--- config.mk ---
export PLATFORM = sky130hd
export DESIGN_NAME = alarm_clock_top
export DESIGN_NICKNAME = d
export VERILOG_FILES = /design/src/logic/clock_pkg.sv /design/src/logic/button_edge.sv /design/src/logic/mode_control.sv /design/src/logic/time_keeper.sv /design/src/logic/display_scan.sv /design/src/logic/alarm_clock_top.sv
export SDC_FILE = /design/constraint.sdc
export NUM_CORES = 1
export LEC_CHECK = 0
export BUFFER_PORTS_ARGS = -buffer_cell sky130_fd_sc_hd__buf_4
export CORE_UTILIZATION = 37
export CTS_CLUSTER_DIAMETER = 100
export CTS_CLUSTER_SIZE = 14
export DETAILED_ROUTE_END_ITERATION = 16
export SYNTH_ARGS = -nofsm -noshare
export SYNTH_HDL_FRONTEND = slang
export SYNTH_HIERARCHICAL = 1
export SYNTH_SLANG_ARGS = --single-unit
export TNS_END_PERCENT = 10
--- constraint.sdc ---
create_clock -name new_clk2 -period 5.8 [get_ports new_clk2]
set_input_delay 0.29 -clock new_clk2 [delete_from_list [all_inputs] [get_ports new_clk2]]
set_output_delay 0.29 -clock new_clk2 [all_outputs]
set_load 0.01 [all_outputs]
--- src/logic/clock_pkg.sv ---
package clock_pkg;

    ////////////////////////////////////////
    // button vector layout
    ////////////////////////////////////////

    localparam int NUM_BUTTONS = 5;

    localparam int BTN_CENTER = 0;
    localparam int BTN_RIGHT  = 1;
    localparam int BTN_LEFT   = 2;
    localparam int BTN_UP     = 3;
    localparam int BTN_DOWN   = 4;

    // hh:mm on four seven-segment digits
    localparam int NUM_DIGITS = 4;

    ////////////////////////////////////////
    // types
    ////////////////////////////////////////

    typedef logic [3:0] bcd_t;

    typedef enum logic [2:0] {
        MODE_CLOCK          = 3'd0,
        MODE_RING           = 3'd1,
        MODE_ADJ_TIME_HOUR  = 3'd2,
        MODE_ADJ_TIME_MIN   = 3'd3,
        MODE_ADJ_ALARM_HOUR = 3'd4,
        MODE_ADJ_ALARM_MIN  = 3'd5
    } mode_t;

    // single-cycle adjust opcodes toward the time keeper
    typedef enum logic [2:0] {
        CMD_NONE      = 3'd0,
        CMD_HOUR_UP   = 3'd1,
        CMD_HOUR_DOWN = 3'd2,
        CMD_MIN_UP    = 3'd3,
        CMD_MIN_DOWN  = 3'd4
    } cmd_t;

endpackage

--- src/logic/button_edge.sv ---
`timescale 1ns/1ps

module button_edge (
    input  logic                              new_clk2,
    input  logic                              reset,
    input  logic [clock_pkg::NUM_BUTTONS-1:0] buttons,
    output logic [clock_pkg::NUM_BUTTONS-1:0] press
);

    // two-flop synchronizer stages
    logic [clock_pkg::NUM_BUTTONS-1:0] sync_1;
    logic [clock_pkg::NUM_BUTTONS-1:0] sync_2;
    // last synchronized level, for edge detect
    logic [clock_pkg::NUM_BUTTONS-1:0] level_d;

    always_ff @(posedge new_clk2 or posedge reset)
    begin
        if (reset)
        begin
            sync_1  <= '0;
            sync_2  <= '0;
            level_d <= '0;
            press   <= '0;
        end
        else
        begin
            sync_1  <= buttons;
            sync_2  <= sync_1;
            level_d <= sync_2;
            // one pulse per press, however long it is held
            press   <= sync_2 & ~level_d;
        end
    end

endmodule

--- src/logic/mode_control.sv ---
`timescale 1ns/1ps

module mode_control (
    input  logic                              new_clk2,
    input  logic                              reset,
    input  logic [clock_pkg::NUM_BUTTONS-1:0] press,
    input  logic                              alarm_hit,
    output clock_pkg::cmd_t                   cmd,
    output logic                              cmd_alarm,
    output logic                              run,
    output logic                              show_alarm,
    output logic [4:0]                        leds,
    output logic                              alarm_sound
);

    clock_pkg::mode_t mode;
    clock_pkg::mode_t next_mode;
    clock_pkg::cmd_t  next_cmd;
    logic             next_cmd_alarm;
    logic             hour_mode;
    logic             alarm_mode;

    assign hour_mode  = (mode == clock_pkg::MODE_ADJ_TIME_HOUR) ||
                        (mode == clock_pkg::MODE_ADJ_ALARM_HOUR);
    assign alarm_mode = (mode == clock_pkg::MODE_ADJ_ALARM_HOUR) ||
                        (mode == clock_pkg::MODE_ADJ_ALARM_MIN);

    ////////////////////////////////////////
    // next mode and command
    ////////////////////////////////////////

    always_comb
    begin
        next_mode      = mode;
        next_cmd       = clock_pkg::CMD_NONE;
        next_cmd_alarm = cmd_alarm;
        case (mode)
            clock_pkg::MODE_CLOCK:
            begin
                // alarm wins over a press in the same cycle
                if (alarm_hit)
                    next_mode = clock_pkg::MODE_RING;
                else if (press[clock_pkg::BTN_CENTER])
                    next_mode = clock_pkg::MODE_ADJ_TIME_HOUR;
            end
            clock_pkg::MODE_RING:
            begin
                if (|press)
                    next_mode = clock_pkg::MODE_CLOCK;
            end
            clock_pkg::MODE_ADJ_TIME_HOUR,
            clock_pkg::MODE_ADJ_TIME_MIN,
            clock_pkg::MODE_ADJ_ALARM_HOUR,
            clock_pkg::MODE_ADJ_ALARM_MIN:
            begin
                if (press[clock_pkg::BTN_CENTER])
                begin
                    next_mode = clock_pkg::MODE_CLOCK;
                end
                else if (press[clock_pkg::BTN_LEFT])
                begin
                    // forward through the adjust ring
                    case (mode)
                        clock_pkg::MODE_ADJ_TIME_HOUR:  next_mode = clock_pkg::MODE_ADJ_TIME_MIN;
                        clock_pkg::MODE_ADJ_TIME_MIN:   next_mode = clock_pkg::MODE_ADJ_ALARM_HOUR;
                        clock_pkg::MODE_ADJ_ALARM_HOUR: next_mode = clock_pkg::MODE_ADJ_ALARM_MIN;
                        default:                        next_mode = clock_pkg::MODE_ADJ_TIME_HOUR;
                    endcase
                end
                else if (press[clock_pkg::BTN_RIGHT])
                begin
                    case (mode)
                        clock_pkg::MODE_ADJ_TIME_HOUR:  next_mode = clock_pkg::MODE_ADJ_ALARM_MIN;
                        clock_pkg::MODE_ADJ_TIME_MIN:   next_mode = clock_pkg::MODE_ADJ_TIME_HOUR;
                        clock_pkg::MODE_ADJ_ALARM_HOUR: next_mode = clock_pkg::MODE_ADJ_TIME_MIN;
                        default:                        next_mode = clock_pkg::MODE_ADJ_ALARM_HOUR;
                    endcase
                end
                else if (press[clock_pkg::BTN_UP])
                begin
                    next_cmd       = hour_mode ? clock_pkg::CMD_HOUR_UP : clock_pkg::CMD_MIN_UP;
                    next_cmd_alarm = alarm_mode;
                end
                else if (press[clock_pkg::BTN_DOWN])
                begin
                    next_cmd       = hour_mode ? clock_pkg::CMD_HOUR_DOWN : clock_pkg::CMD_MIN_DOWN;
                    next_cmd_alarm = alarm_mode;
                end
            end
            default:
                next_mode = clock_pkg::MODE_CLOCK;
        endcase
    end

    always_ff @(posedge new_clk2 or posedge reset)
    begin
        if (reset)
        begin
            mode      <= clock_pkg::MODE_CLOCK;
            cmd       <= clock_pkg::CMD_NONE;
            cmd_alarm <= 1'b0;
        end
        else
        begin
            mode      <= next_mode;
            cmd       <= next_cmd;
            cmd_alarm <= next_cmd_alarm;
        end
    end

    ////////////////////////////////////////
    // mode outputs
    ////////////////////////////////////////

    assign run         = (mode == clock_pkg::MODE_CLOCK) || (mode == clock_pkg::MODE_RING);
    assign show_alarm  = alarm_mode;
    // steady tone while ringing
    assign alarm_sound = (mode == clock_pkg::MODE_RING);

    always_comb
    begin
        case (mode)
            clock_pkg::MODE_RING:           leds = 5'b00001;
            clock_pkg::MODE_ADJ_TIME_HOUR:  leds = 5'b10001;
            clock_pkg::MODE_ADJ_TIME_MIN:   leds = 5'b01001;
            clock_pkg::MODE_ADJ_ALARM_HOUR: leds = 5'b00101;
            clock_pkg::MODE_ADJ_ALARM_MIN:  leds = 5'b00011;
            default:                        leds = 5'b00000;
        endcase
    end

endmodule

--- src/logic/time_keeper.sv ---
`timescale 1ns/1ps

module time_keeper #(
    parameter int TICKS_PER_SEC = 200
) (
    input  logic            new_clk2,
    input  logic            reset,
    input  logic            run,
    input  clock_pkg::cmd_t cmd,
    input  logic            cmd_alarm,
    output logic            alarm_hit,
    output clock_pkg::bcd_t time_hh_t,
    output clock_pkg::bcd_t time_hh_u,
    output clock_pkg::bcd_t time_mm_t,
    output clock_pkg::bcd_t time_mm_u,
    output clock_pkg::bcd_t alarm_hh_t,
    output clock_pkg::bcd_t alarm_hh_u,
    output clock_pkg::bcd_t alarm_mm_t,
    output clock_pkg::bcd_t alarm_mm_u
);

    localparam int PRE_W = (TICKS_PER_SEC > 1) ? $clog2(TICKS_PER_SEC) : 1;
    localparam logic [PRE_W-1:0] PRE_LAST = PRE_W'(TICKS_PER_SEC - 1);

    ////////////////////////////////////////
    // bcd step rules, tens and units
    ////////////////////////////////////////

    // 00..59 with wrap both ways
    function automatic logic [7:0] step_minute(input clock_pkg::bcd_t t,
                                               input clock_pkg::bcd_t u,
                                               input logic up);
        clock_pkg::bcd_t nt;
        clock_pkg::bcd_t nu;
        nt = t;
        nu = u;
        if (up)
        begin
            if (u == 4'd9)
            begin
                nu = 4'd0;
                nt = (t == 4'd5) ? 4'd0 : t + 4'd1;
            end
            else
                nu = u + 4'd1;
        end
        else
        begin
            if (u == 4'd0)
            begin
                nu = 4'd9;
                nt = (t == 4'd0) ? 4'd5 : t - 4'd1;
            end
            else
                nu = u - 4'd1;
        end
        return {nt, nu};
    endfunction

    // 00..23 with wrap both ways
    function automatic logic [7:0] step_hour(input clock_pkg::bcd_t t,
                                             input clock_pkg::bcd_t u,
                                             input logic up);
        logic [7:0] res;
        if (up)
        begin
            if (t == 4'd2 && u == 4'd3)
                res = 8'h00;
            else if (u == 4'd9)
                res = {t + 4'd1, 4'd0};
            else
                res = {t, u + 4'd1};
        end
        else
        begin
            if (t == 4'd0 && u == 4'd0)
                res = 8'h23;
            else if (u == 4'd0)
                res = {t - 4'd1, 4'd9};
            else
                res = {t, u - 4'd1};
        end
        return res;
    endfunction

    clock_pkg::bcd_t  ss_t;
    clock_pkg::bcd_t  ss_u;
    logic [PRE_W-1:0] prescale;
    logic             sec_tick;
    logic             rollover;
    logic [7:0]       sec_inc;
    logic [7:0]       min_inc;
    logic [7:0]       hour_inc;
    logic [7:0]       roll_hh;
    logic             alarm_match;
    logic             cmd_up;
    logic             time_cmd;
    logic [7:0]       cmd_hour;
    logic [7:0]       cmd_min;

    assign sec_tick = run && (prescale == PRE_LAST);
    assign sec_inc  = step_minute(ss_t, ss_u, 1'b1);
    assign min_inc  = step_minute(time_mm_t, time_mm_u, 1'b1);
    assign hour_inc = step_hour(time_hh_t, time_hh_u, 1'b1);
    // seconds wrap to 00 on this tick
    assign rollover = sec_tick && (sec_inc == 8'h00);
    assign roll_hh  = (min_inc == 8'h00) ? hour_inc : {time_hh_t, time_hh_u};

    assign alarm_match = (min_inc == {alarm_mm_t, alarm_mm_u}) &&
                         (roll_hh == {alarm_hh_t, alarm_hh_u});

    // command operand comes from the register it targets
    assign cmd_up   = (cmd == clock_pkg::CMD_HOUR_UP) || (cmd == clock_pkg::CMD_MIN_UP);
    assign time_cmd = (cmd != clock_pkg::CMD_NONE) && !cmd_alarm;
    assign cmd_hour = cmd_alarm ? step_hour(alarm_hh_t, alarm_hh_u, cmd_up)
                                : step_hour(time_hh_t, time_hh_u, cmd_up);
    assign cmd_min  = cmd_alarm ? step_minute(alarm_mm_t, alarm_mm_u, cmd_up)
                                : step_minute(time_mm_t, time_mm_u, cmd_up);

    always_ff @(posedge new_clk2 or posedge reset)
    begin
        if (reset)
        begin
            prescale  <= '0;
            ss_t      <= 4'd0;
            ss_u      <= 4'd0;
            {time_hh_t, time_hh_u}   <= 8'h00;
            {time_mm_t, time_mm_u}   <= 8'h00;
            {alarm_hh_t, alarm_hh_u} <= 8'h00;
            {alarm_mm_t, alarm_mm_u} <= 8'h00;
            alarm_hit <= 1'b0;
        end
        else
        begin
            alarm_hit <= rollover && alarm_match;
            if (time_cmd)
            begin
                // any time adjust restarts the minute
                prescale <= '0;
                ss_t     <= 4'd0;
                ss_u     <= 4'd0;
            end
            else if (run)
            begin
                prescale <= sec_tick ? '0 : prescale + 1'b1;
                if (sec_tick)
                begin
                    {ss_t, ss_u} <= sec_inc;
                    if (rollover)
                    begin
                        {time_mm_t, time_mm_u} <= min_inc;
                        {time_hh_t, time_hh_u} <= roll_hh;
                    end
                end
            end
            case (cmd)
                clock_pkg::CMD_HOUR_UP, clock_pkg::CMD_HOUR_DOWN:
                begin
                    if (cmd_alarm)
                        {alarm_hh_t, alarm_hh_u} <= cmd_hour;
                    else
                        {time_hh_t, time_hh_u} <= cmd_hour;
                end
                clock_pkg::CMD_MIN_UP, clock_pkg::CMD_MIN_DOWN:
                begin
                    if (cmd_alarm)
                        {alarm_mm_t, alarm_mm_u} <= cmd_min;
                    else
                        {time_mm_t, time_mm_u} <= cmd_min;
                end
                default:
                begin
                end
            endcase
        end
    end

endmodule

--- src/logic/display_scan.sv ---
`timescale 1ns/1ps

module display_scan #(
    parameter int SCAN_BITS = 10
) (
    input  logic                             new_clk2,
    input  logic                             reset,
    input  logic                             show_alarm,
    input  clock_pkg::bcd_t                  time_hh_t,
    input  clock_pkg::bcd_t                  time_hh_u,
    input  clock_pkg::bcd_t                  time_mm_t,
    input  clock_pkg::bcd_t                  time_mm_u,
    input  clock_pkg::bcd_t                  alarm_hh_t,
    input  clock_pkg::bcd_t                  alarm_hh_u,
    input  clock_pkg::bcd_t                  alarm_mm_t,
    input  clock_pkg::bcd_t                  alarm_mm_u,
    output logic [6:0]                       segments,
    output logic [clock_pkg::NUM_DIGITS-1:0] anodes
);

    localparam int SEL_W = $clog2(clock_pkg::NUM_DIGITS);

    logic [SCAN_BITS-1:0] scan_cnt;
    logic [SEL_W-1:0]     scan_sel;
    logic [SEL_W-1:0]     digit_idx;
    clock_pkg::bcd_t      digit;

    // free-running refresh counter
    always_ff @(posedge new_clk2 or posedge reset)
    begin
        if (reset)
            scan_cnt <= '0;
        else
            scan_cnt <= scan_cnt + 1'b1;
    end

    // scan starts at the hour tens digit
    assign scan_sel  = scan_cnt[SCAN_BITS-1 -: SEL_W];
    assign digit_idx = SEL_W'(clock_pkg::NUM_DIGITS - 1) - scan_sel;
    assign anodes    = ~(clock_pkg::NUM_DIGITS'(1) << digit_idx);

    always_comb
    begin
        case (digit_idx)
            2'd3:    digit = show_alarm ? alarm_hh_t : time_hh_t;
            2'd2:    digit = show_alarm ? alarm_hh_u : time_hh_u;
            2'd1:    digit = show_alarm ? alarm_mm_t : time_mm_t;
            default: digit = show_alarm ? alarm_mm_u : time_mm_u;
        endcase
    end

    ////////////////////////////////////////
    // segment decode, active low, gfedcba
    ////////////////////////////////////////

    always_comb
    begin
        case (digit)
            4'd0:    segments = 7'b1000000;
            4'd1:    segments = 7'b1111001;
            4'd2:    segments = 7'b0100100;
            4'd3:    segments = 7'b0110000;
            4'd4:    segments = 7'b0011001;
            4'd5:    segments = 7'b0010010;
            4'd6:    segments = 7'b0000010;
            4'd7:    segments = 7'b1111000;
            4'd8:    segments = 7'b0000000;
            4'd9:    segments = 7'b0010000;
            default: segments = 7'b1111111;
        endcase
    end

endmodule

--- src/logic/alarm_clock_top.sv ---
`timescale 1ns/1ps

module alarm_clock_top #(
    parameter int TICKS_PER_SEC = 200,
    parameter int SCAN_BITS     = 10
) (
    input  logic                              new_clk2,
    input  logic                              reset,
    input  logic [clock_pkg::NUM_BUTTONS-1:0] buttons,
    output logic [6:0]                        segments,
    output logic [clock_pkg::NUM_DIGITS-1:0]  anodes,
    output logic                              alarm_sound,
    output logic [4:0]                        leds
);

    logic [clock_pkg::NUM_BUTTONS-1:0] press;
    clock_pkg::cmd_t                   cmd;
    logic                              cmd_alarm;
    logic                              run;
    logic                              show_alarm;
    logic                              alarm_hit;

    // digits for the display
    clock_pkg::bcd_t time_hh_t;
    clock_pkg::bcd_t time_hh_u;
    clock_pkg::bcd_t time_mm_t;
    clock_pkg::bcd_t time_mm_u;
    clock_pkg::bcd_t alarm_hh_t;
    clock_pkg::bcd_t alarm_hh_u;
    clock_pkg::bcd_t alarm_mm_t;
    clock_pkg::bcd_t alarm_mm_u;

    button_edge u_button_edge (
        .new_clk2 (new_clk2),
        .reset    (reset),
        .buttons  (buttons),
        .press    (press)
    );

    mode_control u_mode_control (
        .new_clk2    (new_clk2),
        .reset       (reset),
        .press       (press),
        .alarm_hit   (alarm_hit),
        .cmd         (cmd),
        .cmd_alarm   (cmd_alarm),
        .run         (run),
        .show_alarm  (show_alarm),
        .leds        (leds),
        .alarm_sound (alarm_sound)
    );

    time_keeper #(
        .TICKS_PER_SEC (TICKS_PER_SEC)
    ) u_time_keeper (
        .new_clk2   (new_clk2),
        .reset      (reset),
        .run        (run),
        .cmd        (cmd),
        .cmd_alarm  (cmd_alarm),
        .alarm_hit  (alarm_hit),
        .time_hh_t  (time_hh_t),
        .time_hh_u  (time_hh_u),
        .time_mm_t  (time_mm_t),
        .time_mm_u  (time_mm_u),
        .alarm_hh_t (alarm_hh_t),
        .alarm_hh_u (alarm_hh_u),
        .alarm_mm_t (alarm_mm_t),
        .alarm_mm_u (alarm_mm_u)
    );

    display_scan #(
        .SCAN_BITS (SCAN_BITS)
    ) u_display_scan (
        .new_clk2   (new_clk2),
        .reset      (reset),
        .show_alarm (show_alarm),
        .time_hh_t  (time_hh_t),
        .time_hh_u  (time_hh_u),
        .time_mm_t  (time_mm_t),
        .time_mm_u  (time_mm_u),
        .alarm_hh_t (alarm_hh_t),
        .alarm_hh_u (alarm_hh_u),
        .alarm_mm_t (alarm_mm_t),
        .alarm_mm_u (alarm_mm_u),
        .segments   (segments),
        .anodes     (anodes)
    );

endmodule

==> reports/metrics.csv, run 1 <==
stage,metric,value,unit
clocking,TritonCTS sink count,86,
pwr,maximum VDD drop,0.189,mV
place,routability cong.,0.880,
sta,# setup viols final,0,
logic_synthesis,predominant post-synthesis flop cell,dfrtp_1,
setup_path,WS Path Type,register to primary output,
setup_path,crit end category,primary output,
setup_path,CP Buf/Inv Count,2,
logic_synthesis,multiplexer share of the synthesized area,0.0636,
die,Cell Rows,47,
sta,worst-margin pin slew,0.895,ns
detailed_routing,per-cell routed wire length,15.7,um
setup_path,critical-path cell list,inv_1 > ha_1 > mux4_2 > mux2_2 > ha_1 > nor3_1 > a31oi_1 > buf_4,
sta,post-route clock period utilization,0.594,
logic_synthesis,Post-Synth Simple-Gate Area,0.245,
sta,relative slew slack,0.401,
global_routing,vias in the first global route,5074,
worst_hold_path,hold endpoint,u_button_edge/sync_1[0],
sta,Clock Skews,0.00823,ns
die,die span in y,132,um
logic_synthesis,Adder-Cell Fraction of Synth Area,0.0422,
sta,final hold vios,0,
sta,Tmin final,3.45,ns
final_layout,ant diodes,0,
logic_synthesis,complex-gate fraction of the synthesized area,0.179,
die,Die Footprint,17300,um2
clocking,later-pin clock latency in the skew report,0.35,ns
setup_path,crit start category,register,
final_layout,share of cells above drive strength 1,0.120,
logic_synthesis,Cell variety after synth,78,
clocking,CTS Buffer Depth,2,
logic_synthesis,XOR/XNOR share of the synthesized area,0.0674,
global_routing,Total GRT Usage,0.171,
setup_path,Worst R2R Path Depth,9,
logic_synthesis,"FFs w/ async S/R, synth",1.00,
worst_hold_path,WHS Path Cells,1,
final_layout,Layout Nets,730,
worst_hold_path,Hold Crit Start,buttons[0],
clocking,post-cts sizing count,0,
final_layout,finished layout cell area,6770,um2
detailed_routing,DR vias,5299,
final_layout,final cell count without fillers,927,
detailed_routing,drt pass-1 iters,7,
clocking,CTS tree,built,
detailed_routing,post-route ant nets,0,
detailed_routing,Via density,5.72,
sta,fmax,290,MHz
clocking,CTS root buf,clkbuf_16,
logic_synthesis,post-synthesis sequential area ratio,0.346,
detailed_routing,Post-route DRC,0,
global_routing,first-pass GRT wire length,24300,um
logic_synthesis,Mapped Area,6220,um2
logic_synthesis,Post-synth EDFFs,0,
logic_synthesis,warnings from Yosys,6,
logic_synthesis,syn avg cell area,8.74,um2
die,Die W,132,um
global_routing,GRT overflow,0,
pwr,P per Cell Area,445,nW/um2
clocking,htree depth,3,
run,# Max-Cap Violations,0,
clocking,CTS Buf Count,9,
final_layout,most frequent cells in the layout,"86 x dfrtp_1, 71 x nor2_1, 65 x nand2_1",
die,Starting Density,0.376,
die,IO Pins,24,
pwr,Leakage,2.87,nW
final_layout,Area Overhead vs Synth,8.81,%
place,Place WS,2.67,ns
logic_synthesis,Synthesized Nets,740,
place,placed insts,910,
die,Core Region,16500,um2
setup_path,Worst path top cell family by delay,multiplexers,
setup_path,worst reg2reg path startpoint,u_mode_control/mode[2],
place,Post-DP Area,6440,um2
sta,RSZ-0062 raised after global routing,false,
sta,max-slew violation count,0,
logic_synthesis,Synth Register Bits,86,
setup_path,CP max FO,9,
sta,hold_ws,0.0456,ns
place,PortBufs,23,
setup_path,R2R Path End,u_time_keeper/time_hh_t[3],
setup_path,CP max-delay cell,mux4_2,
setup_path,"setup slack, reg-to-reg",2.68,ns
global_routing,antenna violations before repair,0,
setup_path,most frequent cell on the critical path,ha_1,
status,outcome,"complete, no violations",
final_layout,Final Util,0.410,
logic_synthesis,largest family of logic cells by synthesized area,simple AND/OR/NAND/NOR gates,
detailed_routing,Iteration-0 DRC Markers,389,
setup_path,Worst EP arrival,3.16,ns
setup_path,CP max stage delay,0.58,ns
detailed_routing,final wirelength,14600,um
sta,Setup WS post-layout,2.35,ns
worst_hold_path,worst hold path type,input pin to register,
logic_synthesis,Syn Inst Count,712,
sta,setup_tns,0,ns
pwr,total power,3.01,mW
place,post-DP HPWL,10300,um
final_layout,# fillers,1634,
setup_path,Critical Path Start,u_mode_control/mode[1],
global_routing,largest net degree at the start of global routing,50,
clocking,"Reg clk slew, reported paths",0.06,ns
setup_path,CP required,5.51,ns
final_layout,"commonest non-fill, non-tap cell in the layout",dfrtp_1,
==> sequential cells by signal (all words and copies together), names as in the netlist, 5 cells and up <==
signal and cells:
u_button_edge/level_d 5, u_time_keeper/prescale 8, u_button_edge/sync_2 5, u_button_edge/press 5, u_display_scan/scan_cnt 10, u_button_edge/sync_1 5
==> worst max path at each step <==
stage,endpoint,slack (ns),cells after the start
floorplan,segments[1],3.29,8
global placement,u_time_keeper/time_hh_t[3],2.82,9
detailed placement,u_time_keeper/time_hh_t[3],2.67,9
CTS,segments[5],2.37,8
global route,segments[5],2.15,8
finish,segments[5],2.35,8
==> synth_stat cells (all sizes together), types with 18 or more instances <==
cell type   n  share of area
nand3      30          0.025
buf        18          0.022
clkbuf     31          0.019
nand2b     19          0.019
ha         21          0.042
nor2       71          0.043
dfrtp      86           0.35
xor2       22          0.032
a21oi      41          0.033
o21ai      50          0.041
nand2      65          0.039
inv        26          0.016
xnor2      25          0.035
==> final cells by class <==
cell class	count	area [um2]	area share
Sequential cell	86	2150	0.318
Timing Repair Buffer	28	213	0.0314
Multi-Input combinational cell	551	3720	0.549
Tap cell	220	275	0.0407
Clock inverter	6	75.1	0.0111
Clock buffer	10	239	0.0353
Inverter	26	97.6	0.0144
==> routing by layer <==
layer	wire length (um)	track usage	part of all wire	up-vias
met3	735	0.0309	0.050	20
met5	0	0	0	-
met4	224	0.0691	0.015	0
li1	-	-	-	2534
met1	6530	0.222	0.45	2602
met2	7070	0.282	0.49	143
==> timing repair <==
action	CTS	global route
setup buffers	0	0
hold buffers	1	0
endpoints found under the hold margin	17	0
==> where the power goes <==
part / total, mW / internal (mW) / switching [mW]
Sequential: 1.00 / 0.704 / 0.299
Combinational: 1.40 / 0.627 / 0.770
Clock: 0.611 / 0.352 / 0.259
Total: 3.01 / 1.68 / 1.33
==> kinds of logic (layout without fill, tap and decap cells) <==
| kind of cell | Yosys count | in the layout |
|---|---|---|
| AO/OA/AOI/OAI | 174 | 174 |
| XOR/XNOR | 47 | 47 |
| adder cells (fa/ha/maj) | 21 | 21 |
| buffers and inverters | 75 | 70 |
| flip-flops | 86 | 86 |
| multiplexers | 28 | 28 |
| AND/OR/NAND/NOR | 281 | 281 |
Power figures use the tool's default switching activity.
==> inputs of run 2 (changes only) <==
--- a/config.mk
+++ b/config.mk
@@ -5,6 +5,7 @@
 export SDC_FILE = /design/constraint.sdc
 export NUM_CORES = 1
 export LEC_CHECK = 0
+export ABC_AREA = 1
 export BUFFER_PORTS_ARGS = -buffer_cell sky130_fd_sc_hd__buf_4
 export CORE_UTILIZATION = 37
 export CTS_CLUSTER_DIAMETER = 100
==> constraint.sdc (replaced) <==
create_clock -name new_clk2 -period 3.16 [get_ports new_clk2]
set_input_delay 0.158 -clock new_clk2 [delete_from_list [all_inputs] [get_ports new_clk2]]
set_output_delay 0.158 -clock new_clk2 [all_outputs]
set_load 0.01 [all_outputs]
==> run 2 against run 1 <==
Worst setup slack lost 2.0 ns. Flip-flop and latch count is the same. Design area grew 5.0%. Count of clock-buffer cells in the layout grew 3. Sequential share of layout area shrank 1.5 points. Area after synthesis grew 2.2%. Sequential power grew 71%. Non-clock buffer count grew 9. Largest power group unchanged. Highest routed layer unchanged.
==> reports/metrics.csv, run 2 <==
stage,metric,value,unit
clocking,CTS root buf,clkbuf_16,
setup_path,Worst EP arrival,2.70,ns
detailed_routing,final wirelength,15700,um
logic_synthesis,Synth area leader,dfrtp_1,
clocking,CTS Buffer Depth,2,
setup_path,crit end category,primary output,
setup_path,CP max FO,13,
global_routing,first-pass GRT wire length,26400,um
sta,relative slew slack,0.458,
final_layout,Final Util,0.426,
logic_synthesis,Syn Inst Count,901,
logic_synthesis,warnings from Yosys,6,
global_routing,vias in the first global route,5389,
die,Die W,133,um
place,post-DP HPWL,11600,um
logic_synthesis,syn avg cell area,7.05,um2
pwr,sw power,2.91,mW
detailed_routing,post-route ant nets,0,
sta,setup_tns,0,ns
sta,Tmin final,2.86,ns
final_layout,ant diodes,0,
logic_synthesis,Synth Register Bits,86,
sta,worst-margin pin slew,0.812,ns
setup_path,CP max stage delay,0.44,ns
clocking,later-pin clock latency in the skew report,0.35,ns
setup_path,critical-path cell list,inv_2 > ha_1 > buf_4 > nand2_1 > nand3_1 > nand3_2 > nor2_4 > inv_1 > ha_1 > nand3_1 > nand2_1 > nand2_1 > nand2_1 > buf_4,
final_layout,Area Overhead vs Synth,11.9,%
clocking,CTS tree,built,
die,Cell Rows,47,
pwr,P per Cell Area,841,nW/um2
logic_synthesis,Mapped Area,6360,um2
logic_synthesis,Synth top area share,0.339,
die,Die Footprint,17700,um2
clocking,post-cts sizing count,0,
sta,RSZ-0062 raised after global routing,false,
sta,max-slew violation count,0,
logic_synthesis,Post-synth top cells,"211 x nand2_1, 125 x inv_1, 86 x dfrtp_1, 82 x nand3_1, 77 x nor2_1",
run,# Max-Cap Violations,0,
final_layout,Layout Nets,963,
die,IO Pins,24,
setup_path,CP max-delay cell,dfrtp_1,
setup_path,worst reg2reg path startpoint,u_mode_control/mode[2],
sta,Setup WS post-layout,0.304,ns
sta,post-route clock period utilization,0.904,
setup_path,crit start category,register,
sta,# setup viols final,0,
final_layout,share of cells above drive strength 1,0.132,
setup_path,most frequent cell on the critical path,nand2_1,
clocking,TritonCTS sink count,86,
clocking,"Reg clk slew, reported paths",0.07,ns
logic_synthesis,"FFs w/ async S/R, synth",1.00,
detailed_routing,Post-route DRC,0,
sta,hold_ws,0.346,ns
setup_path,Worst R2R Path Depth,13,
detailed_routing,Via density,5.07,
detailed_routing,per-cell routed wire length,13.5,um
die,Starting Density,0.381,
logic_synthesis,post-synthesis sequential area ratio,0.339,
pwr,Leakage,3.56,nW
final_layout,most frequent cells in the layout,"211 x nand2_1, 124 x inv_1, 86 x dfrtp_1",
detailed_routing,drt pass-1 iters,5,
sta,final hold vios,0,
detailed_routing,Iteration-0 DRC Markers,470,
logic_synthesis,predominant post-synthesis flop cell,dfrtp_1,
global_routing,antenna violations before repair,0,
pwr,maximum VDD drop,0.305,mV
setup_path,WS Path Type,register to primary output,
pwr,Pint,3.07,mW
sta,fmax,350,MHz
logic_synthesis,Synthesized Nets,929,
global_routing,largest net degree at the start of global routing,37,
logic_synthesis,Post-synth EDFFs,0,
final_layout,# fillers,1768,
setup_path,Worst path top cell family by delay,simple AND/OR/NAND/NOR gates,
clocking,htree depth,3,
final_layout,max reg flops,10,
global_routing,GRT overflow,0,
pwr,switch share,0.487,
detailed_routing,DR vias,5877,
status,outcome,"complete, no violations",
pwr,sequential share of power,0.286,
clocking,CTS Buf Count,9,
final_layout,biggest regs,"u_display_scan/scan_cnt (10), u_time_keeper/prescale (8)",
pwr,Comb power frac,0.540,
logic_synthesis,most instantiated library cell after synthesis,nand2_1,
logic_synthesis,Cell variety after synth,51,
place,Place WS,0.671,ns
worst_hold_path,worst hold path type,input pin to asynchronous set/reset pin,
setup_path,CP required,3.00,ns
logic_synthesis,largest cells by area after synthesis,"dfrtp_1 34%, nand2_1 12%, inv_1 7.4%, nand3_1 6.5%, o21ai_0 4.6%",
die,Core Region,16700,um2
setup_path,"setup slack, reg-to-reg",0.70,ns
place,routability cong.,0.897,
setup_path,R2R Path End,u_time_keeper/time_hh_u[0],
final_layout,Top reg by flops,u_display_scan/scan_cnt,
clocking,setup bufs post-CTS,0,
pwr,clock network fraction of design power,0.174,
place,PortBufs,23,
pwr,total power,5.98,mW
sta,Clock Skews,0.0104,ns
global_routing,Total GRT Usage,0.184,
die,die span in y,133,um
final_layout,"commonest non-fill, non-tap cell in the layout",nand2_1,
setup_path,CP Buf/Inv Count,4,
-- run 2: cell types whose count changed in the layout (fill, tap and decap cells not counted), sizes merged, moves of 7 or more --
cell    previous run  this run
nand2             65       233
inv               29       141
nand3             30        92
nor2              71        97
xnor2             25         2
nand2b            19         1
o21ai             50        68
mux2i             15         1
nor2b             12         0
nor3b              9         0
and2               8         0
and3               8         0
o31ai             10         2
mux4               7         0
-- run 2: worst reg2reg max path, delay by kind of cell (launching register included) --
family | cells | cell delay (ns)
buffers and inverters | 3 | 0.35
DFF | 1 | 0.43
adders and majority gates | 1 | 0.24
and+or+nand+nor | 8 | 1.23
AOI/OAI and AO/OA | 1 | 0.10
-- run 2: cells by family after synthesis --
family,after synthesis,synth area share
simple gates,461,0.343
fa+ha+maj,21,0.0413
mux,1,0.00157
buf+inv,154,0.0986
compound gates,154,0.144
xor+xnor,24,0.0331
flops,86,0.339
-- run 2: area by class of cell --
cell class              instances  area [um2]  area share
repair buffers                 37         293      0.0412
multi-input cells             661        3580       0.503
inverters                     140         528      0.0743
clock inverters                 3        25.0     0.00352
well taps                     220         275      0.0387
clock buffers                  13         260      0.0366
flip-flops and latches         86        2150       0.303
-- run 2: what timing repair did --
action / in CTS / in global routing
hold buffers: 6 / 0
hold endpoints to repair: 22 / 0
setup endpoints to repair: 0 / 0
-- run 2: worst max-delay path by stage --
stage | slack (ns) | cells after the start | from | endpoint
2_1_floorplan | 1.06 | 14 | u_mode_control/mode[1] | segments[3]
3_3_place_gp | 0.73 | 14 | u_mode_control/mode[1] | segments[3]
3_5_place_dp | 0.67 | 14 | u_mode_control/mode[1] | segments[3]
4_1_cts | 0.28 | 14 | u_mode_control/mode[1] | segments[3]
5_1_grt | 0.12 | 14 | u_mode_control/mode[1] | segments[3]
6_report | 0.30 | 14 | u_mode_control/mode[1] | segments[3]
-- run 2: routing by layer --
metal  routed length [um]  global-route usage
met5                    0                   0
met4                  267              0.0651
met3                  418              0.0226
met2                 7270               0.291
met1                 7750               0.259
-- run 2: stage by stage --
| stage | instance area, um2 | cells |
|---|---|---|
| 4_1_cts | 7110 | 1160 |
| 2_1_floorplan | 6360 | 901 |
| 3_3_place_gp | 6770 | 1138 |
| 3_5_place_dp | 6770 | 1138 |
| 6_report | 7110 | 1160 |
| 5_1_grt | 7110 | 1160 |
-- run 2: power groups by stage --
stage	combinational, mW	clock [mW]	sequential [mW]
after floorplan	2.54	0	1.55
after global placement	3.18	0	1.73
after detailed placement	3.19	0	1.72
after CTS	3.21	1.08	1.70
after global routing	3.65	1.13	1.75
final	3.23	1.04	1.71
==> inputs of run 3 (changes only) <==
--- a/config.mk
+++ b/config.mk
@@ -11,6 +11,7 @@
 export CTS_CLUSTER_DIAMETER = 100
 export CTS_CLUSTER_SIZE = 14
 export DETAILED_ROUTE_END_ITERATION = 16
+export PLACE_DENSITY_LB_ADDON = 0.08
 export SYNTH_ARGS = -nofsm -noshare
 export SYNTH_HDL_FRONTEND = slang
 export SYNTH_HIERARCHICAL = 1
==> run 3 against run 2 <==
Flip-flop and latch count unchanged. Die area unchanged. Combinational power is essentially flat. Total power up 2.0%. Via count is 0.61% higher. Clock power rose by 8%. Worst hold slack gained 0.00054 ns. Non-clock buffer count did not move. Routed wire length is 4.9% higher. Critical path type unchanged. Largest cell class unchanged. Highest routed layer unchanged.
==> reports/metrics.csv, run 3 (synthesis gave the netlist of run 2 again) <==
stage,metric,value,unit
pwr,maximum VDD drop,0.323,mV
sta,max-slew violation count,0,
setup_path,Worst R2R Path Depth,13,
global_routing,antenna violations before repair,0,
setup_path,CP max stage delay,0.44,ns
final_layout,final cell count without fillers,1160,
setup_path,crit start category,register,
final_layout,Final Util,0.427,
clocking,"Reg clk slew, reported paths",0.07,ns
detailed_routing,per-cell routed wire length,14.2,um
sta,Setup WS post-layout,0.351,ns
clocking,CTS tree,built,
final_layout,biggest regs,"u_display_scan/scan_cnt (10), u_time_keeper/prescale (8)",
sta,Tmin final,2.81,ns
place,Place WS,0.566,ns
die,Die Footprint,17700,um2
run,# Max-Cap Violations,0,
place,placed insts,1138,
detailed_routing,Post-route DRC,0,
place,post-DP HPWL,12200,um
detailed_routing,DR vias,5913,
detailed_routing,final wirelength,16500,um
setup_path,most frequent cell on the critical path,nand2_1,
setup_path,crit end category,primary output,
pwr,Pint,3.12,mW
pwr,Leakage,3.58,nW
final_layout,Layout Nets,963,
detailed_routing,Iteration-0 DRC Markers,414,
setup_path,CP required,3.00,ns
global_routing,vias in the first global route,5431,
die,Cell Rows,47,
final_layout,# fillers,1761,
place,PortBufs,23,
die,Core Region,16700,um2
clocking,TritonCTS sink count,86,
pwr,sw power,2.97,mW
setup_path,CP max FO,10,
die,Die W,133,um
die,IO Pins,24,
pwr,Comb power frac,0.534,
clocking,later-pin clock latency in the skew report,0.35,ns
global_routing,largest net degree at the start of global routing,34,
setup_path,Worst EP arrival,2.65,ns
sta,worst-margin pin slew,0.697,ns
worst_hold_path,worst hold path type,input pin to asynchronous set/reset pin,
die,die span in y,133,um
setup_path,"setup slack, reg-to-reg",0.62,ns
pwr,P per Cell Area,854,nW/um2
clocking,CTS Buf Count,9,
global_routing,GRT overflow,0,
final_layout,max reg flops,10,
sta,final hold vios,0,
detailed_routing,Via density,5.10,
final_layout,Top reg by flops,u_display_scan/scan_cnt,
pwr,sequential share of power,0.282,
sta,setup_tns,0,ns
sta,RSZ-0062 raised after global routing,false,
final_layout,share of cells above drive strength 1,0.135,
sta,Clock Skews,0.00443,ns
setup_path,CP max-delay cell,dfrtp_1,
setup_path,critical-path cell list,inv_2 > ha_2 > buf_4 > nand2_1 > nand3_1 > nand3_2 > nor2_4 > inv_1 > ha_1 > nand3_1 > nand2_1 > nand2_1 > nand2_1 > buf_4,
detailed_routing,drt pass-1 iters,5,
die,Starting Density,0.381,
setup_path,WS Path Type,register to primary output,
global_routing,Total GRT Usage,0.195,
clocking,htree depth,3,
clocking,setup bufs post-CTS,0,
final_layout,"commonest non-fill, non-tap cell in the layout",nand2_1,
setup_path,R2R Path End,u_time_keeper/time_hh_u[2],
clocking,CTS root buf,clkbuf_16,
sta,post-route clock period utilization,0.889,
global_routing,first-pass GRT wire length,27200,um
place,routability cong.,0.846,
pwr,clock network fraction of design power,0.184,
final_layout,ant diodes,0,
final_layout,most frequent cells in the layout,"211 x nand2_1, 124 x inv_1, 86 x dfrtp_1",
sta,fmax,356,MHz
clocking,CTS Buffer Depth,2,
sta,relative slew slack,0.535,
final_layout,Area Overhead vs Synth,12.3,%
sta,# setup viols final,0,
detailed_routing,post-route ant nets,0,
pwr,switch share,0.488,
setup_path,worst reg2reg path startpoint,u_mode_control/mode[2],
status,outcome,"complete, no violations",
-- run 3: per-stage QoR --
step,power (mW),cell area (um2),hold slack [ns]
after detailed placement,4.95,6770,0.177
final,6.10,7140,0.346
after global routing,6.63,7140,0.354
after floorplan,4.09,6360,-0.0386
after global placement,4.99,6770,0.177
after CTS,6.11,7130,0.345
-- run 3: power groups by stage --
stage               sequential, mW  clock, mW  combinational (mW)
floorplan                     1.55          0                2.54
global placement              1.74          0                3.25
detailed placement            1.74          0                3.21
CTS                           1.72       1.16                3.24
global route                  1.76       1.19                3.68
finish                        1.72       1.12                3.26
-- run 3: layout make-up --
| class | instances | area, um2 | share of cell area |
|---|---|---|---|
| clock buffer | 10 | 239 | 0.0335 |
| clock inverter | 6 | 68.8 | 0.00964 |
| inverter | 140 | 528 | 0.0740 |
| multi-input combinational | 661 | 3580 | 0.502 |
| sequential | 86 | 2150 | 0.302 |
| tap | 220 | 275 | 0.0386 |
| timing repair buffer | 37 | 293 | 0.0410 |
-- run 3: worst max-delay path by stage --
stage,from,end,slack [ns]
3_3_place_gp,u_mode_control/mode[1],segments[3],0.63
5_1_grt,u_mode_control/mode[1],segments[3],0.16
4_1_cts,u_mode_control/mode[1],segments[3],0.18
6_report,u_mode_control/mode[1],segments[3],0.35
3_5_place_dp,u_mode_control/mode[1],segments[3],0.57
2_1_floorplan,u_mode_control/mode[1],segments[3],1.06
-- run 3: repair_timing --
item | 4_1_cts | 5_1_grt
endpoints found under the setup margin | 0 | 1
resized for setup | 0 | 1
endpoints found under the hold margin | 51 | 0
hold buffers | 6 | 0
-- run 3: critical path: cells and delay by family, from the launching register on --
| family | cells | cell delay, ns |
|---|---|---|
| adders and majority gates | 2 | 0.64 |
| buffers and inverters | 4 | 0.55 |
| DFF | 1 | 0.44 |
| and+or+nand+nor | 8 | 0.65 |
-- run 3: per-layer routing --
| metal | track usage | routed length (um) | part of all wire |
|---|---|---|---|
| met5 | 0 | 0 | 0 |
| met4 | 0.0556 | 217 | 0.013 |
| met3 | 0.0330 | 727 | 0.044 |
| met2 | 0.303 | 7360 | 0.45 |
| met1 | 0.277 | 8170 | 0.50 |
